[src/source/video_config.svh]
`ifndef VIDEO_CONFIG_SVH
`define VIDEO_CONFIG_SVH

//==============================
// 640 x 400 at 70 Hz
//==============================

// Horizontal timing in clocks
`define VIDEO_HLINE   800
`define VIDEO_HBACK   48
`define VIDEO_HFRONT  16
`define VIDEO_HPULSE  96

// Vertical timing in lines
`define VIDEO_VLINE   449
`define VIDEO_VBACK   35
`define VIDEO_VFRONT  12
`define VIDEO_VPULSE  2

`define VIDEO_POS_WIDTH 11

//==============================
// Framebuffer and bus
//==============================

// 320 pixels per row, four per word
`define FB_PITCH_WORDS 80
`define FB_ADDR_WIDTH  14

// Top address bit selects the palette
`define WB_ADDR_WIDTH  16
`define PALETTE_INDEX_WIDTH 8

`endif

[src/source/video_pkg.sv]
`include "video_config.svh"

package video_pkg;

	// One bus word, seen either as pixels or as a palette colour.
	// Byte 0 of pixels is the leftmost pixel on screen.
	typedef union packed {
		logic [3:0][`PALETTE_INDEX_WIDTH-1:0] pixels;
		struct packed {
			// Always reads back as zero
			logic [7:0] unused;
			logic [7:0] blue;
			logic [7:0] green;
			logic [7:0] red;
		} color;
	} video_word_u;

endpackage

[src/source/video_interfaces.sv]
`timescale 1ns/100ps

`include "video_config.svh"

// CPU side access to framebuffer and palette
interface vram_access_if;
	import video_pkg::*;

	logic strobe;
	logic write;
	logic palette_sel;
	logic [`WB_ADDR_WIDTH-2:0] address;
	video_word_u wdata;
	video_word_u fb_rdata;
	video_word_u pal_rdata;

	modport bus (
		output strobe, write, palette_sel, address, wdata,
		input fb_rdata, pal_rdata
	);

	modport framebuffer (
		input strobe, write, palette_sel, address, wdata,
		output fb_rdata
	);

	modport palette (
		input strobe, write, palette_sel, address, wdata,
		output pal_rdata
	);
endinterface


[src/source/vmode_bus_port.sv]
`timescale 1ns/100ps

`include "video_config.svh"

module vmode_bus_port (
	input  logic i_clock,
	input  logic i_reset,

	// Wishbone classic slave
	input  logic i_wb_cyc,
	input  logic i_wb_stb,
	input  logic i_wb_we,
	input  logic [`WB_ADDR_WIDTH-1:0] i_wb_adr,
	input  logic [31:0] i_wb_dat,
	output logic [31:0] o_wb_dat,
	output logic o_wb_ack,

	vram_access_if.bus vram
);

	logic start;
	logic region_q;

	// New cycle seen while ack is low
	assign start = i_wb_cyc && i_wb_stb && !o_wb_ack;

	//==============================
	// Memory side
	//==============================

	assign vram.strobe      = start;
	assign vram.write       = i_wb_we;
	assign vram.palette_sel = i_wb_adr[`WB_ADDR_WIDTH-1];
	assign vram.address     = i_wb_adr[`WB_ADDR_WIDTH-2:0];
	assign vram.wdata       = i_wb_dat;

	//==============================
	// Acknowledge and read data
	//==============================

	always_ff @(posedge i_clock) begin
		if (i_reset) begin
			o_wb_ack <= 1'b0;
		end else begin
			o_wb_ack <= start;
		end
	end

	// Remember which memory answers this cycle
	always_ff @(posedge i_clock) begin
		if (start) begin
			region_q <= vram.palette_sel;
		end
	end

	assign o_wb_dat = region_q ? vram.pal_rdata : vram.fb_rdata;

	// One clock ack, never back to back
	assert property (@(posedge i_clock) disable iff (i_reset)
		o_wb_ack |=> !o_wb_ack)
	else
		$error("vmode_bus_port: ack held for two cycles");

endmodule

[src/flat_wrapper.sv]
// flat-port wrapper written by rule: the top's interface ports become plain ports
module vmode_bus_port_flat 
  (i_clock, i_reset, i_wb_cyc, i_wb_stb, i_wb_we, i_wb_adr, i_wb_dat, o_wb_dat, o_wb_ack, vram_strobe, vram_write, vram_palette_sel, vram_address, vram_wdata, vram_fb_rdata, vram_pal_rdata);
  vram_access_if vram_i ();
  input  logic i_clock;
  input  logic i_reset;
  input  logic i_wb_cyc;
  input  logic i_wb_stb;
  input  logic i_wb_we;
  input  logic [`WB_ADDR_WIDTH-1:0] i_wb_adr;
  input  logic [31:0] i_wb_dat;
  output logic [31:0] o_wb_dat;
  output logic o_wb_ack;
  output wire logic [$bits(vram_i.strobe)-1:0] vram_strobe;
  output wire logic [$bits(vram_i.write)-1:0] vram_write;
  output wire logic [$bits(vram_i.palette_sel)-1:0] vram_palette_sel;
  output wire logic [$bits(vram_i.address)-1:0] vram_address;
  output wire logic [$bits(vram_i.wdata)-1:0] vram_wdata;
  input wire logic [$bits(vram_i.fb_rdata)-1:0] vram_fb_rdata;
  input wire logic [$bits(vram_i.pal_rdata)-1:0] vram_pal_rdata;
  assign vram_strobe = vram_i.strobe;
  assign vram_write = vram_i.write;
  assign vram_palette_sel = vram_i.palette_sel;
  assign vram_address = vram_i.address;
  assign vram_wdata = vram_i.wdata;
  assign vram_i.fb_rdata = vram_fb_rdata;
  assign vram_i.pal_rdata = vram_pal_rdata;
  vmode_bus_port u_core (.i_clock(i_clock), .i_reset(i_reset), .i_wb_cyc(i_wb_cyc), .i_wb_stb(i_wb_stb), .i_wb_we(i_wb_we), .i_wb_adr(i_wb_adr), .i_wb_dat(i_wb_dat), .o_wb_dat(o_wb_dat), .o_wb_ack(o_wb_ack), .vram(vram_i));
endmodule
[config.mk]
export PLATFORM = sky130hd
export DESIGN_NAME = vmode_bus_port_flat
export DESIGN_NICKNAME = d
export VERILOG_FILES = /design/src/source/video_pkg.sv /design/src/source/video_interfaces.sv /design/src/source/vmode_bus_port.sv /design/src/flat_wrapper.sv
export VERILOG_INCLUDE_DIRS = /design/src /design/src/source
export SDC_FILE = /design/constraint.sdc
export NUM_CORES = 1
export LEC_CHECK = 0
export ABC_AREA = 1
export BUFFER_PORTS_ARGS = -buffer_cell sky130_fd_sc_hd__clkbuf_2
export CAP_MARGIN = 20
export CORE_AREA = 5 5 74 76
export DETAILED_ROUTE_END_ITERATION = 8
export DIE_AREA = 0 0 79 81
export HOLD_SLACK_MARGIN = 0.08
export PLACE_DENSITY = 0.72
export SYNTH_ARGS = -nofsm -noshare
export SYNTH_HDL_FRONTEND = slang
export SYNTH_SLANG_ARGS = --single-unit
[constraint.sdc]
create_clock -name i_clock -period 1.45 [get_ports i_clock]
set_input_delay 0.435 -clock i_clock [delete_from_list [all_inputs] [get_ports i_clock]]
set_output_delay 0.435 -clock i_clock [all_outputs]
set_load 0.01 [all_outputs]
==> metrics.yaml <==
grt:
  grt_max_degree: 45
  grt_first_pass_wirelength_mm: 4.92
  grt-ovfl-total: 0
  first_global_vias: 1014
  antenna_found_initial: 0
  grt_use_total_pct: 9.91
status:
  violations: "negative setup slack"
  status: "complete, but fails checks"
worst_hold_path:
  min_from: "i_reset"
  hold_class: "in -> reg"
  hold_path_depth: 2
  hold_end: "u_core.o_wb_ack$_SDFF_PP0_"
synthesis:
  synth_area_mm2: 0.00104
  syn-num-nets: 274
  synth_cell_types: 13
  ys_ff_latch: 2
  synth_top_area_share_pct: 35.3
  yosysSeqAreaShare_pct: 4.80
  synth_area_per_cell_um2: 6.65
  yosysWarnings: 0
  ys_top_cells_by_area: "buf_4 (35%), o21ai_2 (24%), inv_1 (12%), nand2_1 (11%), buf_8 (4.3%)"
  netlist_instances: 157
  yosysTopAreaCell: "buf_4"
routing:
  top_layer_used: "met4"
  vias: 1108
  via_per_inst: 4.09
  ant_nets: 0
  first_pass_iters: 2
  drc: 0
  wirelength_mm: 3.77
  wl_met3_um: 786
  wl_per_cell_um: 13.9
  dr_wl_met2_mm: 1.93
  drt_iter0_drc: 16
  wl_met1_um: 972
critical_path:
  crit_type: "reg -> out"
  rr_endpoint: "u_core.region_q$_DFFE_PP_"
  start_kind: "flop"
  path_max_fanout: 7
  critPathRequiredTime_ps: 1020
  cp-end-kind: "primary output"
  rr_worst_depth: 2
  ff2ff_setup_slack_ps: 590
  cp_data_arrival_time_ps: 1160
  reg2reg_from: "u_core.o_wb_ack$_SDFF_PP0_"
clocking:
  clockRootBuffer: "clkbuf_8"
  cts_tree: "yes"
  cts_made_buffers: 3
  clk-insertion-delay-late_ps: 210
  ctsHoldBuffers: 0
  h-tree-depth: 1
  clock-sinks: 2
  cts.path.max_buffers: 2
  cts.reportedPaths.clkPinSlew_ps: 30
power:
  irDropWorstVdd_uv: 355
  total_leakage_power_nw: 0.865
  power.total_mw: 0.640
  power_density_mw_per_mm2: 480
floorplanning:
  initial_core_util_pct: 22.4
  dieArea_mm2: 0.00640
  io-pin-count: 200
  chipWidth_um: 79
  die_h_um: 81
  rows: 25
  core_mm2: 0.00466
place:
  post-place-ws_ps: 28.4
  place_congestion: 0.595
  place_hpwl_mm: 3.23
  numPortBuffers: 103
  dp.cells: 262
  place_area_mm2: 0.00120
layout:
  finish.instance_area_mm2: 0.00133
  diodes: 0
  utilization_pct: 28.6
  layout.nets: 335
  instances_no_fill: 271
  final_layout_size_suffix_gt1_share_pct: 68.7
  nFillCells: 518
  area_growth_pct: 27.8
timing:
  rsz0062_at_grt: "true"
  fin_hold_ws_ps: 391
  finClkSkew_ps: 5.85
  max_freq_ghz: 0.625
  period_share_pct: 110
  finalSetupViolCount: 32
  tns_ps: -4300
  finalCriticalPeriod_ps: 1600
  worst_slack_ps: -150
  worstMarginPinSlew_ps: 130
  max-slew-margin-rel_pct: 91.3
  maxSlewViolCount: 0
  hold_viol: 0
job:
  maxCapViolCount: 0
-- metal layers --
metal	global-route usage [%]	up-vias
met4	4.47	0
met1	7.52	453
li1	-	545
met2	17.8	100
met3	8.43	10
met5	0	-
-- critical path: stages, from the launching register on --
cell	delay [ps]
edfxtp_1	360
buf_6	160
clkbuf_16	160
o21ai_2	120
buf_2	140
-- cells in the final DEF, fill, tap and decap left out, drive strengths merged --
master / Yosys / layout
edfxtp: 1 / 1
nor3: 1 / 1
nand2: 33 / 33
inv: 32 / 32
buf: 56 / 30
clkbuf: 0 / 86
o21ai: 32 / 32
dfxtp: 1 / 1
nor2: 1 / 1
-- synthesized netlist by cell type --
cell type / number
nor3_1: 1
o21ai_2: 29
buf_4: 49
buf_6: 3
nand2_1: 31
o21ai_0: 3
edfxtp_1: 1
buf_12: 1
buf_8: 3
dfxtp_1: 1
inv_1: 32
nand2_2: 2
nor2_1: 1
-- layout make-up --
type	count	area, um2	area share (%)
Clock buffer	4	45.0	3.38
Inverter	32	120	9.01
Multi-Input combinational cell	67	415	31.1
Sequential cell	2	50.0	3.75
Tap cell	54	67.6	5.07
Timing Repair Buffer	112	636	47.7
-- cells by family (layout without fill, tap and decap cells) --
| logic type | after synthesis | after routing | share of synthesized area, % |
|---|---|---|---|
| flops | 2 | 2 | 4.80 |
| compound gates | 32 | 32 | 25.8 |
| buf+inv | 88 | 148 | 56.2 |
| simple gates | 35 | 35 | 13.2 |
-- power breakdown --
group / internal (mW) / total [mW] / leakage (nW) / switching (mW)
Combinational: 0.176 / 0.343 / 0.825 / 0.166
Sequential: 0.0625 / 0.0639 / 0.0175 / 0.00135
Clock: 0.187 / 0.234 / 0.0228 / 0.0470
Total: 0.425 / 0.640 / 0.865 / 0.215
-- worst max path at each step --
stage               slack (ps)           end                      start
global placement            30  o_wb_dat[29]  u_core.region_q$_DFFE_PP_
global route              -210  o_wb_dat[14]  u_core.region_q$_DFFE_PP_
finish                    -150  o_wb_dat[24]  u_core.region_q$_DFFE_PP_
detailed placement          30  o_wb_dat[29]  u_core.region_q$_DFFE_PP_
floorplan                  180   o_wb_dat[0]  u_core.region_q$_DFFE_PP_
CTS                       -210  o_wb_dat[31]  u_core.region_q$_DFFE_PP_
-- timing repair --
| action | 4_1_cts | 5_1_grt |
|---|---|---|
| gates resized for setup | 2 | 32 |
| setup endpoints to repair | 32 | 32 |
| pin swaps | 0 | 3 |
| setup buffers | 0 | 1 |
| gates cloned | 0 | 4 |
-- registers in the layout, indices dropped and copies added (netlist names) --
name,cells
u_core.region_q,1
u_core.o_wb_ack,1
(Power assumes the default switching activity.)
