===== src/source/video_config.svh =====
`ifndef VIDEO_CONFIG_SVH
`define VIDEO_CONFIG_SVH

//==============================
// 640 x 400 at 70 Hz
//==============================

// Horizontal timing in clocks
`define VIDEO_HLINE   800
`define VIDEO_HBACK   48
`define VIDEO_HFRONT  16
`define VIDEO_HPULSE  96

// Vertical timing in lines
`define VIDEO_VLINE   449
`define VIDEO_VBACK   35
`define VIDEO_VFRONT  12
`define VIDEO_VPULSE  2

`define VIDEO_POS_WIDTH 11

//==============================
// Framebuffer and bus
//==============================

// 320 pixels per row, four per word
`define FB_PITCH_WORDS 80
`define FB_ADDR_WIDTH  14

// Top address bit selects the palette
`define WB_ADDR_WIDTH  16
`define PALETTE_INDEX_WIDTH 8

`endif


===== src/source/video_interfaces.sv =====
`timescale 1ns/100ps

`include "video_config.svh"


// Raw timing from the signal generator
interface scan_if;
	logic hsync;
	logic vsync;
	logic de;
	logic [`VIDEO_POS_WIDTH-1:0] pos_x;
	logic [`VIDEO_POS_WIDTH-1:0] pos_y;

	modport source (output hsync, vsync, de, pos_x, pos_y);
	modport sink (input hsync, vsync, de, pos_x, pos_y);
endinterface



===== src/source/video_timing.sv =====
`timescale 1ns/100ps

`include "video_config.svh"

module video_timing (
	input logic i_clock,
	input logic i_reset,

	scan_if.source scan
);

	localparam int pos_w = `VIDEO_POS_WIDTH;

	// Visible area, then front porch, sync and back porch
	localparam logic [pos_w-1:0] h_active =
		pos_w'(`VIDEO_HLINE - `VIDEO_HBACK - `VIDEO_HFRONT - `VIDEO_HPULSE);
	localparam logic [pos_w-1:0] h_sync_start = pos_w'(h_active + `VIDEO_HFRONT);
	localparam logic [pos_w-1:0] h_sync_end = pos_w'(h_sync_start + `VIDEO_HPULSE);
	localparam logic [pos_w-1:0] h_last = pos_w'(`VIDEO_HLINE - 1);

	localparam logic [pos_w-1:0] v_active =
		pos_w'(`VIDEO_VLINE - `VIDEO_VBACK - `VIDEO_VFRONT - `VIDEO_VPULSE);
	localparam logic [pos_w-1:0] v_sync_start = pos_w'(v_active + `VIDEO_VFRONT);
	localparam logic [pos_w-1:0] v_sync_end = pos_w'(v_sync_start + `VIDEO_VPULSE);
	localparam logic [pos_w-1:0] v_last = pos_w'(`VIDEO_VLINE - 1);

	logic [pos_w-1:0] h_count;
	logic [pos_w-1:0] v_count;
	logic h_in_sync;
	logic v_in_sync;
	logic visible;

	//==============================
	// Counters
	//==============================

	always_ff @(posedge i_clock) begin
		if (i_reset) begin
			h_count <= '0;
			v_count <= '0;
		end else if (h_count == h_last) begin
			h_count <= '0;
			if (v_count == v_last) begin
				v_count <= '0;
			end else begin
				v_count <= v_count + 1'b1;
			end
		end else begin
			h_count <= h_count + 1'b1;
		end
	end

	assign h_in_sync = (h_count >= h_sync_start) && (h_count < h_sync_end);
	assign v_in_sync = (v_count >= v_sync_start) && (v_count < v_sync_end);
	assign visible   = (h_count < h_active) && (v_count < v_active);

	//==============================
	// Registered outputs
	//==============================

	always_ff @(posedge i_clock) begin
		if (i_reset) begin
			scan.hsync <= 1'b1;
			scan.vsync <= 1'b0;
			scan.de    <= 1'b0;
		end else begin
			// hsync low active, vsync high active for 400 lines
			scan.hsync <= !h_in_sync;
			scan.vsync <= v_in_sync;
			scan.de    <= visible;
		end
	end

	// Position is only meaningful while de is high
	always_ff @(posedge i_clock) begin
		scan.pos_x <= h_count;
		scan.pos_y <= v_count;
	end

	assert property (@(posedge i_clock) disable iff (i_reset)
		scan.de |-> (scan.hsync && !scan.vsync))
	else
		$error("video_timing: de active during sync");

endmodule


===== src/flat_wrapper.sv =====
// flat-port wrapper written by rule: the top's interface ports become plain ports
module video_timing_flat 
  (i_clock, i_reset, scan_hsync, scan_vsync, scan_de, scan_pos_x, scan_pos_y);
  scan_if scan_i ();
  input logic i_clock;
  input logic i_reset;
  output wire logic [$bits(scan_i.hsync)-1:0] scan_hsync;
  output wire logic [$bits(scan_i.vsync)-1:0] scan_vsync;
  output wire logic [$bits(scan_i.de)-1:0] scan_de;
  output wire logic [$bits(scan_i.pos_x)-1:0] scan_pos_x;
  output wire logic [$bits(scan_i.pos_y)-1:0] scan_pos_y;
  assign scan_hsync = scan_i.hsync;
  assign scan_vsync = scan_i.vsync;
  assign scan_de = scan_i.de;
  assign scan_pos_x = scan_i.pos_x;
  assign scan_pos_y = scan_i.pos_y;
  video_timing u_core (.i_clock(i_clock), .i_reset(i_reset), .scan(scan_i));
endmodule

===== config.mk =====
export PLATFORM = sky130hd
export DESIGN_NAME = video_timing_flat
export DESIGN_NICKNAME = d
export VERILOG_FILES = /design/src/source/video_interfaces.sv /design/src/source/video_timing.sv /design/src/flat_wrapper.sv
export VERILOG_INCLUDE_DIRS = /design/src /design/src/source
export SDC_FILE = /design/constraint.sdc
export NUM_CORES = 1
export LEC_CHECK = 0
export BUFFER_PORTS_ARGS = -buffer_cell sky130_fd_sc_hd__buf_2
export CAP_MARGIN = 5
export CORE_MARGIN = 2
export CORE_UTILIZATION = 58
export CTS_CLUSTER_SIZE = 10
export DETAILED_ROUTE_END_ITERATION = 8
export PLACE_DENSITY = 0.82
export SYNTH_ARGS = -nofsm -noshare
export SYNTH_HDL_FRONTEND = slang
export SYNTH_SLANG_ARGS = --single-unit

===== constraint.sdc =====
create_clock -name i_clock -period 3.45 [get_ports i_clock]
set_input_delay 0.345 -clock i_clock [delete_from_list [all_inputs] [get_ports i_clock]]
set_output_delay 0.345 -clock i_clock [all_outputs]
set_load 0.03 [all_outputs]

==> results of run 1 <==
==> metal layers <==
metal	up-vias	track usage [%]	routed length, um
li1	629	-	-
met1	574	27.3	1390
met2	43	30.7	1340
met3	4	7.48	197
met4	0	6.98	32
met5	-	0	0
==> critical path: stages (launching register included) <==
cell and delay (ps):
dfxtp_1 440, ha_1 240, and4_1 370, nand3_4 200, or4_1 540, a21oi_1 160
==> cells by family (layout without fill, tap and decap cells) <==
| kind of cell | Yosys count | in the layout | synth area share, % |
|---|---|---|---|
| fa+ha+maj | 4 | 4 | 3.05 |
| flops | 47 | 47 | 57.4 |
| xor+xnor | 10 | 10 | 5.34 |
| buf+inv | 10 | 39 | 2.60 |
| simple gates | 67 | 67 | 23.6 |
| mux | 1 | 1 | 0.611 |
| compound gates | 20 | 20 | 7.40 |
==> synth_stat cells, drive strengths merged (3+ instances only) <==
cell	number
dfxtp	47
o31ai	6
ha	4
clkbuf	3
nand3	9
or3	3
nor2	17
or4	5
nor4	3
nand4	7
and3	4
xor2	6
o21ai	3
inv	5
nand2	9
xnor2	4
a21oi	9
==> flip-flops by register name, indices dropped and copies added, names as in the netlist <==
register and cells:
u_core.h_count 11, u_core.scan.de 1, u_core.scan.hsync 1, u_core.scan.pos_x 11, u_core.scan.pos_y 11, u_core.scan.vsync 1
u_core.v_count 11
==> power by group through the flow <==
| stage | clock [mW] | sequential, mW | combinational (mW) |
|---|---|---|---|
| 2_1_floorplan | 0 | 0.573 | 0.0108 |
| 3_3_place_gp | 0 | 0.566 | 0.0239 |
| 3_5_place_dp | 0 | 0.566 | 0.0248 |
| 4_1_cts | 0.268 | 0.554 | 0.0250 |
| 5_1_grt | 0.289 | 0.555 | 0.0281 |
| 6_report | 0.264 | 0.554 | 0.0248 |
==> per-stage QoR <==
stage	std cells	hold WS, ps	power, mW	cell area, um2
floorplan	159	329	0.583	1640
global placement	211	385	0.589	1780
detailed placement	211	391	0.591	1780
CTS	219	292	0.847	1850
global route	219	299	0.872	1850
finish	219	311	0.843	1850
==> area by class of cell <==
class                      count  area, um2  area share (%)
clock inverter                 3       23.8            1.29
multi-input combinational    102        656            35.5
inverter                       5       18.8            1.02
timing repair buffer          26        130            7.05
clock buffer                   5       37.5            2.03
sequential                    47        941            51.0
tap                           31       38.8            2.10
==> how the worst max path moves through the flow <==
stage / start / end / slack, ps / depth (start not counted)
4_1_cts: u_core.h_count[0]$_SDFF_PP0_ / u_core.v_count[7]$_SDFFE_PP0N_ / 1450 / 5
3_3_place_gp: u_core.h_count[0]$_SDFF_PP0_ / u_core.v_count[10]$_SDFFE_PP0N_ / 1570 / 5
6_report: u_core.h_count[0]$_SDFF_PP0_ / u_core.v_count[5]$_SDFFE_PP0N_ / 1440 / 5
5_1_grt: u_core.h_count[0]$_SDFF_PP0_ / u_core.v_count[5]$_SDFFE_PP0N_ / 1270 / 5
3_5_place_dp: u_core.h_count[0]$_SDFF_PP0_ / u_core.v_count[7]$_SDFFE_PP0N_ / 1460 / 5
2_1_floorplan: u_core.h_count[0]$_SDFF_PP0_ / u_core.v_count[2]$_SDFFE_PP0N_ / 1740 / 7
==> cell usage in the layout, fill, tap and decap left out, types with 3 or more instances in the layout <==
master	n
dfxtp_1	47
buf_2	26
nor2_1	16
a21oi_1	9
nand2_1	9
nand3_1	8
nand4_1	7
o31ai_1	6
xor2_1	6
inv_1	5
or4_1	5
clkbuf_4	5
and3_1	4
xnor2_1	4
ha_1	4
nor4_1	3
o21ai_0	3
or3_1	3
==> impl_metrics.env, run 1 <==
export IMPL_status="completed"
export IMPL_hold_class="in -> reg"
export IMPL_hold_path_depth=2
export IMPL_utilization_pct=68.1
export IMPL_hp_start="i_reset"
export IMPL_numCtsBuffers=5
export IMPL_finalSetupTns_ps=0
export IMPL_hold_viol_final=0
export IMPL_slew_violations=0
export IMPL_drtIter0Drc=45
export IMPL_reg2reg_depth=5
export IMPL_grt_total_usage_pct=20.4
export IMPL_pre_cts_ws_ps=1460
export IMPL_fmax_mhz=498
export IMPL_synth_edf_count=0
export IMPL_endpoint_kind="register"
export IMPL_critical_path_class="reg -> reg"
export IMPL_p_sw_mw=0.205
export IMPL_rsz0062_at_grt="no"
export IMPL_routed_wl_mm=2.97
export IMPL_avgViaCountPerCell=5.71
export IMPL_clockBufferDepth=2
export IMPL_min_to="u_core.h_count[4]$_SDFF_PP0_"
export IMPL_row_count=19
export IMPL_clock_power_share_pct=31.3
export IMPL_skew_ps=12.3
export IMPL_final_period_utilization_pct=58.3
export IMPL_drive_gt1_share_pct=19.7
export IMPL_grt_pass1_wl_mm=5.11
export IMPL_start_kind="register"
export IMPL_grt_pass1_vias=1096
export IMPL_worst_ep_required_time_ps=3750
export IMPL_r2r_start="u_core.h_count[0]$_SDFF_PP0_"
export IMPL_die_w_um=57.2
export IMPL_via_count=1250
export IMPL_p_sw_share_pct=24.3
export IMPL_grt_max_degree=19
export IMPL_place_hpwl_mm=2.02
export IMPL_cts_tree="built"
export IMPL_synth_avg_cell_area_um2=10.3
export IMPL_powerDensity_mw_per_mm2=457
export IMPL_regToRegEndpoint="u_core.v_count[5]$_SDFFE_PP0N_"
export IMPL_yosys_warnings=0
export IMPL_gp_congestion=0.851
export IMPL_cts_resized_gates=0
export IMPL_netlist_area_mm2=0.00164
export IMPL_wl_per_cell_um=13.5
export IMPL_finalNetCount=193
export IMPL_path_max_fanout=18
export IMPL_cts_hold_buf=0
export IMPL_antenna_cells=0
export IMPL_grt_overflow=0
export IMPL_ant_nets=0
export IMPL_drc_errors=0
export IMPL_synthCells=159
export IMPL_synth_flop_cell="dfxtp_1"
export IMPL_cts_sinks=47
export IMPL_post_cts_setup_buffers=0
export IMPL_htree_levels=2
export IMPL_antenna_found_initial=0
export IMPL_worstSkewPairLatency_ps=370
export IMPL_ys_types=31
export IMPL_synth_area_leader_cell="dfxtp_1"
export IMPL_coreArea_mm2=0.00271
export IMPL_relSlewSlack_pct=64.4
export IMPL_worstMarginPinSlew_ps=532
export IMPL_fin_ws_ps=1440
export IMPL_rrSetupSlack_ps=1440
export IMPL_ys_ff_latch=47
export IMPL_power_frac_seq_pct=65.8
export IMPL_cp_data_arrival_time_ps=2310
export IMPL_post_route_min_period_ps=2010
export IMPL_synth_seq_area_share_pct=57.4
export IMPL_die_h_um=57.2
export IMPL_synth_top_area_share_pct=57.4
export IMPL_clockRootBuffer="clkbuf_4"
export IMPL_first_pass_iters=4
export IMPL_synth_fp_nets=165
export IMPL_cts_clk_slew_worst_paths_ps=130
export IMPL_syn2layout_area_growth_pct=12.6
export IMPL_die_area_mm2=0.00327
export IMPL_initial_core_util_pct=60.5
export IMPL_cap_violations=0
export IMPL_io_pins=27
export IMPL_comb_power_share_pct=2.9
export IMPL_p_int_mw=0.638
export IMPL_synth_async_sr_flop_share_pct=0
export IMPL_p_leak_nw=0.733
export IMPL_setup_viol=0
export IMPL_peakVddDrop_mv=0.503
export IMPL_numPortBuffers=26
export IMPL_synth_area_leaders="dfxtp_1 (57%), nor2_1 (3.7%), xor2_1 (3.2%)"
export IMPL_n_fill_cell=238
Note: power is estimated with default switching activity, not from simulation.
==> run 2: changes to the inputs <==
--- a/config.mk
+++ b/config.mk
@@ -6,13 +6,14 @@
 export SDC_FILE = /design/constraint.sdc
 export NUM_CORES = 1
 export LEC_CHECK = 0
+export ABC_AREA = 1
 export BUFFER_PORTS_ARGS = -buffer_cell sky130_fd_sc_hd__buf_2
 export CAP_MARGIN = 5
 export CORE_MARGIN = 2
-export CORE_UTILIZATION = 58
+export CORE_UTILIZATION = 49
 export CTS_CLUSTER_SIZE = 10
 export DETAILED_ROUTE_END_ITERATION = 8
-export PLACE_DENSITY = 0.82
+export PLACE_DENSITY = 0.73
 export SYNTH_ARGS = -nofsm -noshare
 export SYNTH_HDL_FRONTEND = slang
 export SYNTH_SLANG_ARGS = --single-unit
==> constraint.sdc (replaced) <==
create_clock -name i_clock -period 1.8 [get_ports i_clock]
set_input_delay 0.18 -clock i_clock [delete_from_list [all_inputs] [get_ports i_clock]]
set_output_delay 0.18 -clock i_clock [all_outputs]
set_load 0.03 [all_outputs]
==> run 2 against run 1 <==
First-iteration DRC count rose by 120%. Count of clock-buffer cells in the layout up 1. Synthesized area is 6.1% higher. Cell count rose by 32%. Combinational power is 92% higher. Total power is 110% higher. Sequential power is 91% higher. Design area grew 8.7%. Critical path type unchanged.
==> impl_metrics.env, run 2 <==
export IMPL_clockBufferDepth=2
export IMPL_reg2reg_depth=9
export IMPL_hold_path_depth=2
export IMPL_rsz0062_at_grt="no"
export IMPL_cts_clk_slew_worst_paths_ps=130
export IMPL_antenna_cells=0
export IMPL_coreArea_mm2=0.00336
export IMPL_synth_flop_cell="dfxtp_1"
export IMPL_setup_viol=0
export IMPL_synth_async_sr_flop_share_pct=0
export IMPL_synth_commonest_cells="dfxtp_1 (47), nand2_1 (39), nor2_1 (30), inv_1 (24), nand3_1 (16)"
export IMPL_relSlewSlack_pct=74.0
export IMPL_synth_area_leader_cell="dfxtp_1"
export IMPL_ys_ff_latch=47
export IMPL_path_max_fanout=16
export IMPL_grt_pass1_vias=1216
export IMPL_antenna_found_initial=0
export IMPL_seq_area_um2=943
export IMPL_clockRootBuffer="clkbuf_4"
export IMPL_status="completed"
export IMPL_cp_startpoint="u_core.h_count[0]$_SDFF_PP0_"
export IMPL_io_pins=27
export IMPL_n_fill_cell=320
export IMPL_cts_hold_buf=0
export IMPL_rrSetupSlack_ps=220
export IMPL_crit_path_end="u_core.v_count[6]$_SDFFE_PP0N_"
export IMPL_die_w_um=63.6
export IMPL_synth_area_leaders="dfxtp_1 (54%), nand2_1 (8.4%), nor2_1 (6.5%)"
export IMPL_layout_common_cells="dfxtp_1 (45), nand2_1 (39), nor2_1 (29)"
export IMPL_p_int_mw=1.40
export IMPL_yosys_area_share_adder_pct=2.88
export IMPL_clock_power_share_pct=36.7
export IMPL_cap_violations=0
export IMPL_synth_top_family_by_area="simple AND/OR/NAND/NOR gates"
export IMPL_htree_levels=2
export IMPL_cts_sinks=47
export IMPL_gp_congestion=0.813
export IMPL_synth_top_area_share_pct=54.1
export IMPL_initial_core_util_pct=51.7
export IMPL_p_leak_nw=0.872
export IMPL_instances_no_fill=289
export IMPL_place_hpwl_mm=2.25
export IMPL_worst_ep_required_time_ps=2060
export IMPL_synthCells=210
export IMPL_start_kind="register"
export IMPL_post_route_min_period_ps=1580
export IMPL_yosys_warnings=0
export IMPL_synth_xor_area_share_pct=1.51
export IMPL_routed_wl_mm=3.08
export IMPL_die_h_um=63.6
export IMPL_numCtsBuffers=5
export IMPL_p_sw_share_pct=20.2
export IMPL_synth_edf_count=0
export IMPL_fmax_mhz=632
export IMPL_drtIter0Drc=100
export IMPL_hold_class="in -> reg"
export IMPL_drc_errors=0
export IMPL_dp_cells=281
export IMPL_die_area_mm2=0.00404
export IMPL_p_sw_mw=0.354
export IMPL_syn2layout_area_growth_pct=15.4
export IMPL_synth_fp_nets=216
export IMPL_grt_pass1_wl_mm=5.53
export IMPL_netlist_area_mm2=0.00174
export IMPL_skew_ps=9.69
export IMPL_cp_data_arrival_time_ps=1840
export IMPL_power_frac_seq_pct=60.6
export IMPL_finalNetCount=248
export IMPL_regToRegEndpoint="u_core.v_count[6]$_SDFFE_PP0N_"
export IMPL_worstMarginPinSlew_ps=388
export IMPL_avgViaCountPerCell=4.87
export IMPL_multi_input_area_um2=677
export IMPL_yosysMostFrequentCell="dfxtp_1"
export IMPL_p_total_mw=1.75
export IMPL_powerDensity_mw_per_mm2=872
export IMPL_row_count=21
export IMPL_first_pass_iters=4
export IMPL_critical_path_class="reg -> reg"
export IMPL_comb_power_share_pct=2.7
export IMPL_endpoint_kind="register"
export IMPL_slew_violations=0
export IMPL_drive_gt1_share_pct=20.2
export IMPL_via_count=1407
export IMPL_grt_overflow=0
export IMPL_grt_total_usage_pct=17.5
export IMPL_yosys_area_share_simple_pct=28.5
export IMPL_ys_types=25
export IMPL_numPortBuffers=26
export IMPL_hold_viol_final=0
export IMPL_synth_compound_area_share_pct=5.90
export IMPL_worstSkewPairLatency_ps=360
export IMPL_peakVddDrop_mv=0.432
export IMPL_ant_nets=0
export IMPL_synth_seq_area_share_pct=54.1
export IMPL_final_period_utilization_pct=88.0
export IMPL_finalSetupTns_ps=0
export IMPL_r2r_start="u_core.h_count[0]$_SDFF_PP0_"
export IMPL_synth_area_mux_share_pct=0
export IMPL_grt_max_degree=17
export IMPL_cts_tree="built"
export IMPL_synth_avg_cell_area_um2=8.28
export IMPL_wl_per_cell_um=10.6
export IMPL_layout_commonest_cell="dfxtp_1"
-- run 2: cell families after synthesis --
family / Yosys count
adders and majority gates: 4
DFF: 47
xor gates and xnor gates: 3
buffers and inverters: 29
and+or+nand+nor: 109
AOI/OAI and AO/OA: 18
-- run 2: worst min path at each step --
stage	from	end	slack [ps]
final	i_reset	u_core.v_count[9]$_SDFFE_PP0N_	110
after floorplan	u_core.h_count[3]$_SDFF_PP0_	u_core.scan.pos_x[3]$_DFF_P_	350
after CTS	i_reset	u_core.v_count[9]$_SDFFE_PP0N_	90
after global placement	u_core.h_count[3]$_SDFF_PP0_	u_core.scan.pos_x[3]$_DFF_P_	360
after global routing	i_reset	u_core.v_count[8]$_SDFFE_PP0N_	90
after detailed placement	u_core.h_count[3]$_SDFF_PP0_	u_core.scan.pos_x[3]$_DFF_P_	370
-- run 2: layout make-up --
class,count,share of cell area (%)
clock buffers,6,2.56
clock inverters,2,1.75
inverters,26,4.86
multi-input cells,134,33.7
flip-flops and latches,47,47.0
well taps,46,2.87
repair buffers,28,7.23
-- run 2: timing repair --
action | CTS | global route
resized for setup | 0 | 3
buffers inserted | 0 | 0
setup endpoints to repair | 0 | 3
-- run 2: power groups by stage --
stage          Clock (mW)  Sequential, mW  Combinational, mW
5_1_grt             0.721            1.06             0.0518
4_1_cts             0.659            1.06             0.0486
3_5_place_dp            0            1.08             0.0486
2_1_floorplan           0            1.10             0.0224
3_3_place_gp            0            1.08             0.0481
6_report            0.641            1.06             0.0477
-- run 2: worst max-delay path: stages (launching register included) --
cell,delay (ps)
dfxtp_2,380
ha_1,190
nand2_1,70
nor2_1,140
nand2_1,110
nor2_4,100
buf_4,210
nand2_1,80
xor2_1,140
nor2_1,50
-- run 2: stage by stage --
stage | instance area [um2] | hold WS (ps) | setup WS, ps | utilization [%]
after detailed placement | 1920 | 368 | 192 | 57.0
after global routing | 2010 | 90.3 | 9.66 | 59.7
final | 2010 | 108 | 217 | 59.7
after CTS | 2000 | 92.7 | 161 | 59.5
after global placement | 1920 | 363 | 279 | 57.0
after floorplan | 1740 | 351 | 380 | -
-- run 2: routing by layer --
layer | global-route usage [%] | vias up | share of wire, %
li1 | - | 739 | -
met1 | 25.0 | 616 | 50
met2 | 23.9 | 44 | 42
met3 | 5.00 | 8 | 6.3
met4 | 8.70 | 0 | 2.4
met5 | 0 | - | 0
==> run 3: changes to the inputs <==
--- a/config.mk
+++ b/config.mk
@@ -9,10 +9,12 @@
 export ABC_AREA = 1
 export BUFFER_PORTS_ARGS = -buffer_cell sky130_fd_sc_hd__buf_2
 export CAP_MARGIN = 5
+export CORE_ASPECT_RATIO = 0.5
 export CORE_MARGIN = 2
 export CORE_UTILIZATION = 49
 export CTS_CLUSTER_SIZE = 10
 export DETAILED_ROUTE_END_ITERATION = 8
+export HOLD_SLACK_MARGIN = 0.08
 export PLACE_DENSITY = 0.73
 export SYNTH_ARGS = -nofsm -noshare
 export SYNTH_HDL_FRONTEND = slang
==> run 3 against run 2 <==
Maximum frequency about the same. Critical path depth rose by 1. Register-to-register slack is essentially flat. Sequential power barely moved. First-iteration DRC count shrank 20%. Total power up 15%.
==> impl_metrics.env, run 3 (same netlist as run 2, synthesis figures left out) <==
export IMPL_drtIter0Drc=80
export IMPL_fin_area_mm2=0.00208
export IMPL_numCtsBuffers=5
export IMPL_cap_violations=0
export IMPL_grt_pass1_wl_mm=5.34
export IMPL_grt_overflow=0
export IMPL_initial_core_util_pct=50.9
export IMPL_layout_common_cells="dfxtp_1 (47), nand2_1 (39), nor2_1 (30)"
export IMPL_grt_max_degree=16
export IMPL_hold_viol_final=0
export IMPL_avgViaCountPerCell=4.76
export IMPL_worstSkewPairLatency_ps=310
export IMPL_row_count=15
export IMPL_clockBufferDepth=2
export IMPL_post_route_min_period_ps=1580
export IMPL_peakVddDrop_mv=0.403
export IMPL_coreArea_mm2=0.00342
export IMPL_die_w_um=88.3
export IMPL_routed_wl_mm=3.30
export IMPL_place_area_mm2=0.00194
export IMPL_cts_clk_slew_worst_paths_ps=90
export IMPL_rsz0062_at_grt="no"
export IMPL_layout_commonest_cell="dfxtp_1"
export IMPL_p_leak_nw=0.898
export IMPL_first_pass_iters=5
export IMPL_hold_ws_ps=188
export IMPL_status="completed"
export IMPL_antenna_found_initial=0
export IMPL_ant_nets=0
export IMPL_cts_hold_buf=0
export IMPL_grt_total_usage_pct=18.0
export IMPL_wl_per_cell_um=11.2
export IMPL_slew_violations=0
export IMPL_relSlewSlack_pct=71.9
export IMPL_die_h_um=46.1
export IMPL_place_hpwl_mm=2.36
export IMPL_start_kind="register"
export IMPL_syn2layout_area_growth_pct=19.5
export IMPL_pre_cts_ws_ps=249
export IMPL_drive_gt1_share_pct=19.3
export IMPL_grt_pass1_vias=1218
export IMPL_clockRootBuffer="clkbuf_8"
export IMPL_cts_sinks=47
export IMPL_worstMarginPinSlew_ps=420
export IMPL_hold_class="in -> reg"
export IMPL_critical_path_class="reg -> reg"
export IMPL_cts_resized_gates=0
export IMPL_finalNetCount=249
export IMPL_n_fill_cell=289
export IMPL_endpoint_kind="register"
export IMPL_numPortBuffers=26
export IMPL_antenna_cells=0
export IMPL_gp_congestion=0.887
export IMPL_setup_viol=0
export IMPL_cts_tree="built"
export IMPL_skew_ps=7.85
export IMPL_via_count=1404
export IMPL_htree_levels=2
export IMPL_worst_ep_required_time_ps=2000
export IMPL_die_area_mm2=0.00407
export IMPL_path_max_fanout=6
export IMPL_drc_errors=0
export IMPL_finalSetupTns_ps=0
export IMPL_powerDensity_mw_per_mm2=970
export IMPL_io_pins=27
export IMPL_final_period_utilization_pct=87.9
export IMPL_post_cts_setup_buffers=0
export IMPL_cp_data_arrival_time_ps=1790
export IMPL_fmax_mhz=632
export IMPL_fin_ws_ps=217
==> run 3: cell types whose count changed in the layout (fill, tap and decap cells not counted), moves of 2 or more <==
| cell | previous run | this run |
|---|---|---|
| dfxtp_2 | 2 | 0 |
| clkbuf_8 | 1 | 5 |
| clkbuf_4 | 5 | 0 |
| dfxtp_1 | 45 | 47 |
==> run 3: worst max-delay path, cell delays in order, from the launching register on <==
cell	delay (ps)
dfxtp_1	410
ha_1	210
nand2_1	70
nor2_1	120
nand2_1	100
nor2_4	150
inv_2	80
nand2_2	100
nand2_1	80
inv_1	100
nor2_1	50
==> run 3: cell type report <==
| class | instances | area (um2) | share of cell area, % |
|---|---|---|---|
| Clock buffer | 5 | 68.8 | 3.31 |
| Multi-Input combinational cell | 134 | 674 | 32.5 |
| Clock inverter | 3 | 67.6 | 3.25 |
| Timing Repair Buffer | 29 | 165 | 7.95 |
| Tap cell | 51 | 63.8 | 3.07 |
| Sequential cell | 47 | 941 | 45.3 |
| Inverter | 26 | 97.6 | 4.70 |
==> run 3: layer usage <==
metal  share of wire, %  track usage [%]  vias up
met1                 50             23.0      607
met3                5.1             5.56       10
li1                   -                -      745
met2                 42             27.2       42
met4                2.5             10.9        0
met5                  0                0        -
==> run 3: power by group <==
group	internal, mW	switching (mW)	leakage [nW]	total [mW]
Clock	0.553	0.353	0.0644	0.907
Sequential	1.05	0.00734	0.380	1.06
Combinational	0.0167	0.0343	0.453	0.0511
==> run 3: path summary, 6_finish.rpt <==
path	start	to	slack, ps	cells past startpoint
worst max-delay path	u_core.h_count[0]$_SDFF_PP0_	u_core.v_count[6]$_SDFFE_PP0N_	220	10
worst min-delay path	i_reset	u_core.v_count[5]$_SDFFE_PP0N_	190	2
worst max register to register	u_core.h_count[0]$_SDFF_PP0_	u_core.v_count[6]$_SDFFE_PP0N_	220	10
worst min register to register	u_core.h_count[3]$_SDFF_PP0_	u_core.scan.pos_x[3]$_DFF_P_	380	0
==> run 3: through the flow <==
step           cells  util, %  total power [mW]
2_1_floorplan    210        -              1.12
3_3_place_gp     287     56.8              1.13
3_5_place_dp     287     56.8              1.13
4_1_cts          295     60.8              2.04
5_1_grt          295     60.8              2.08
6_report         295     60.8              2.02
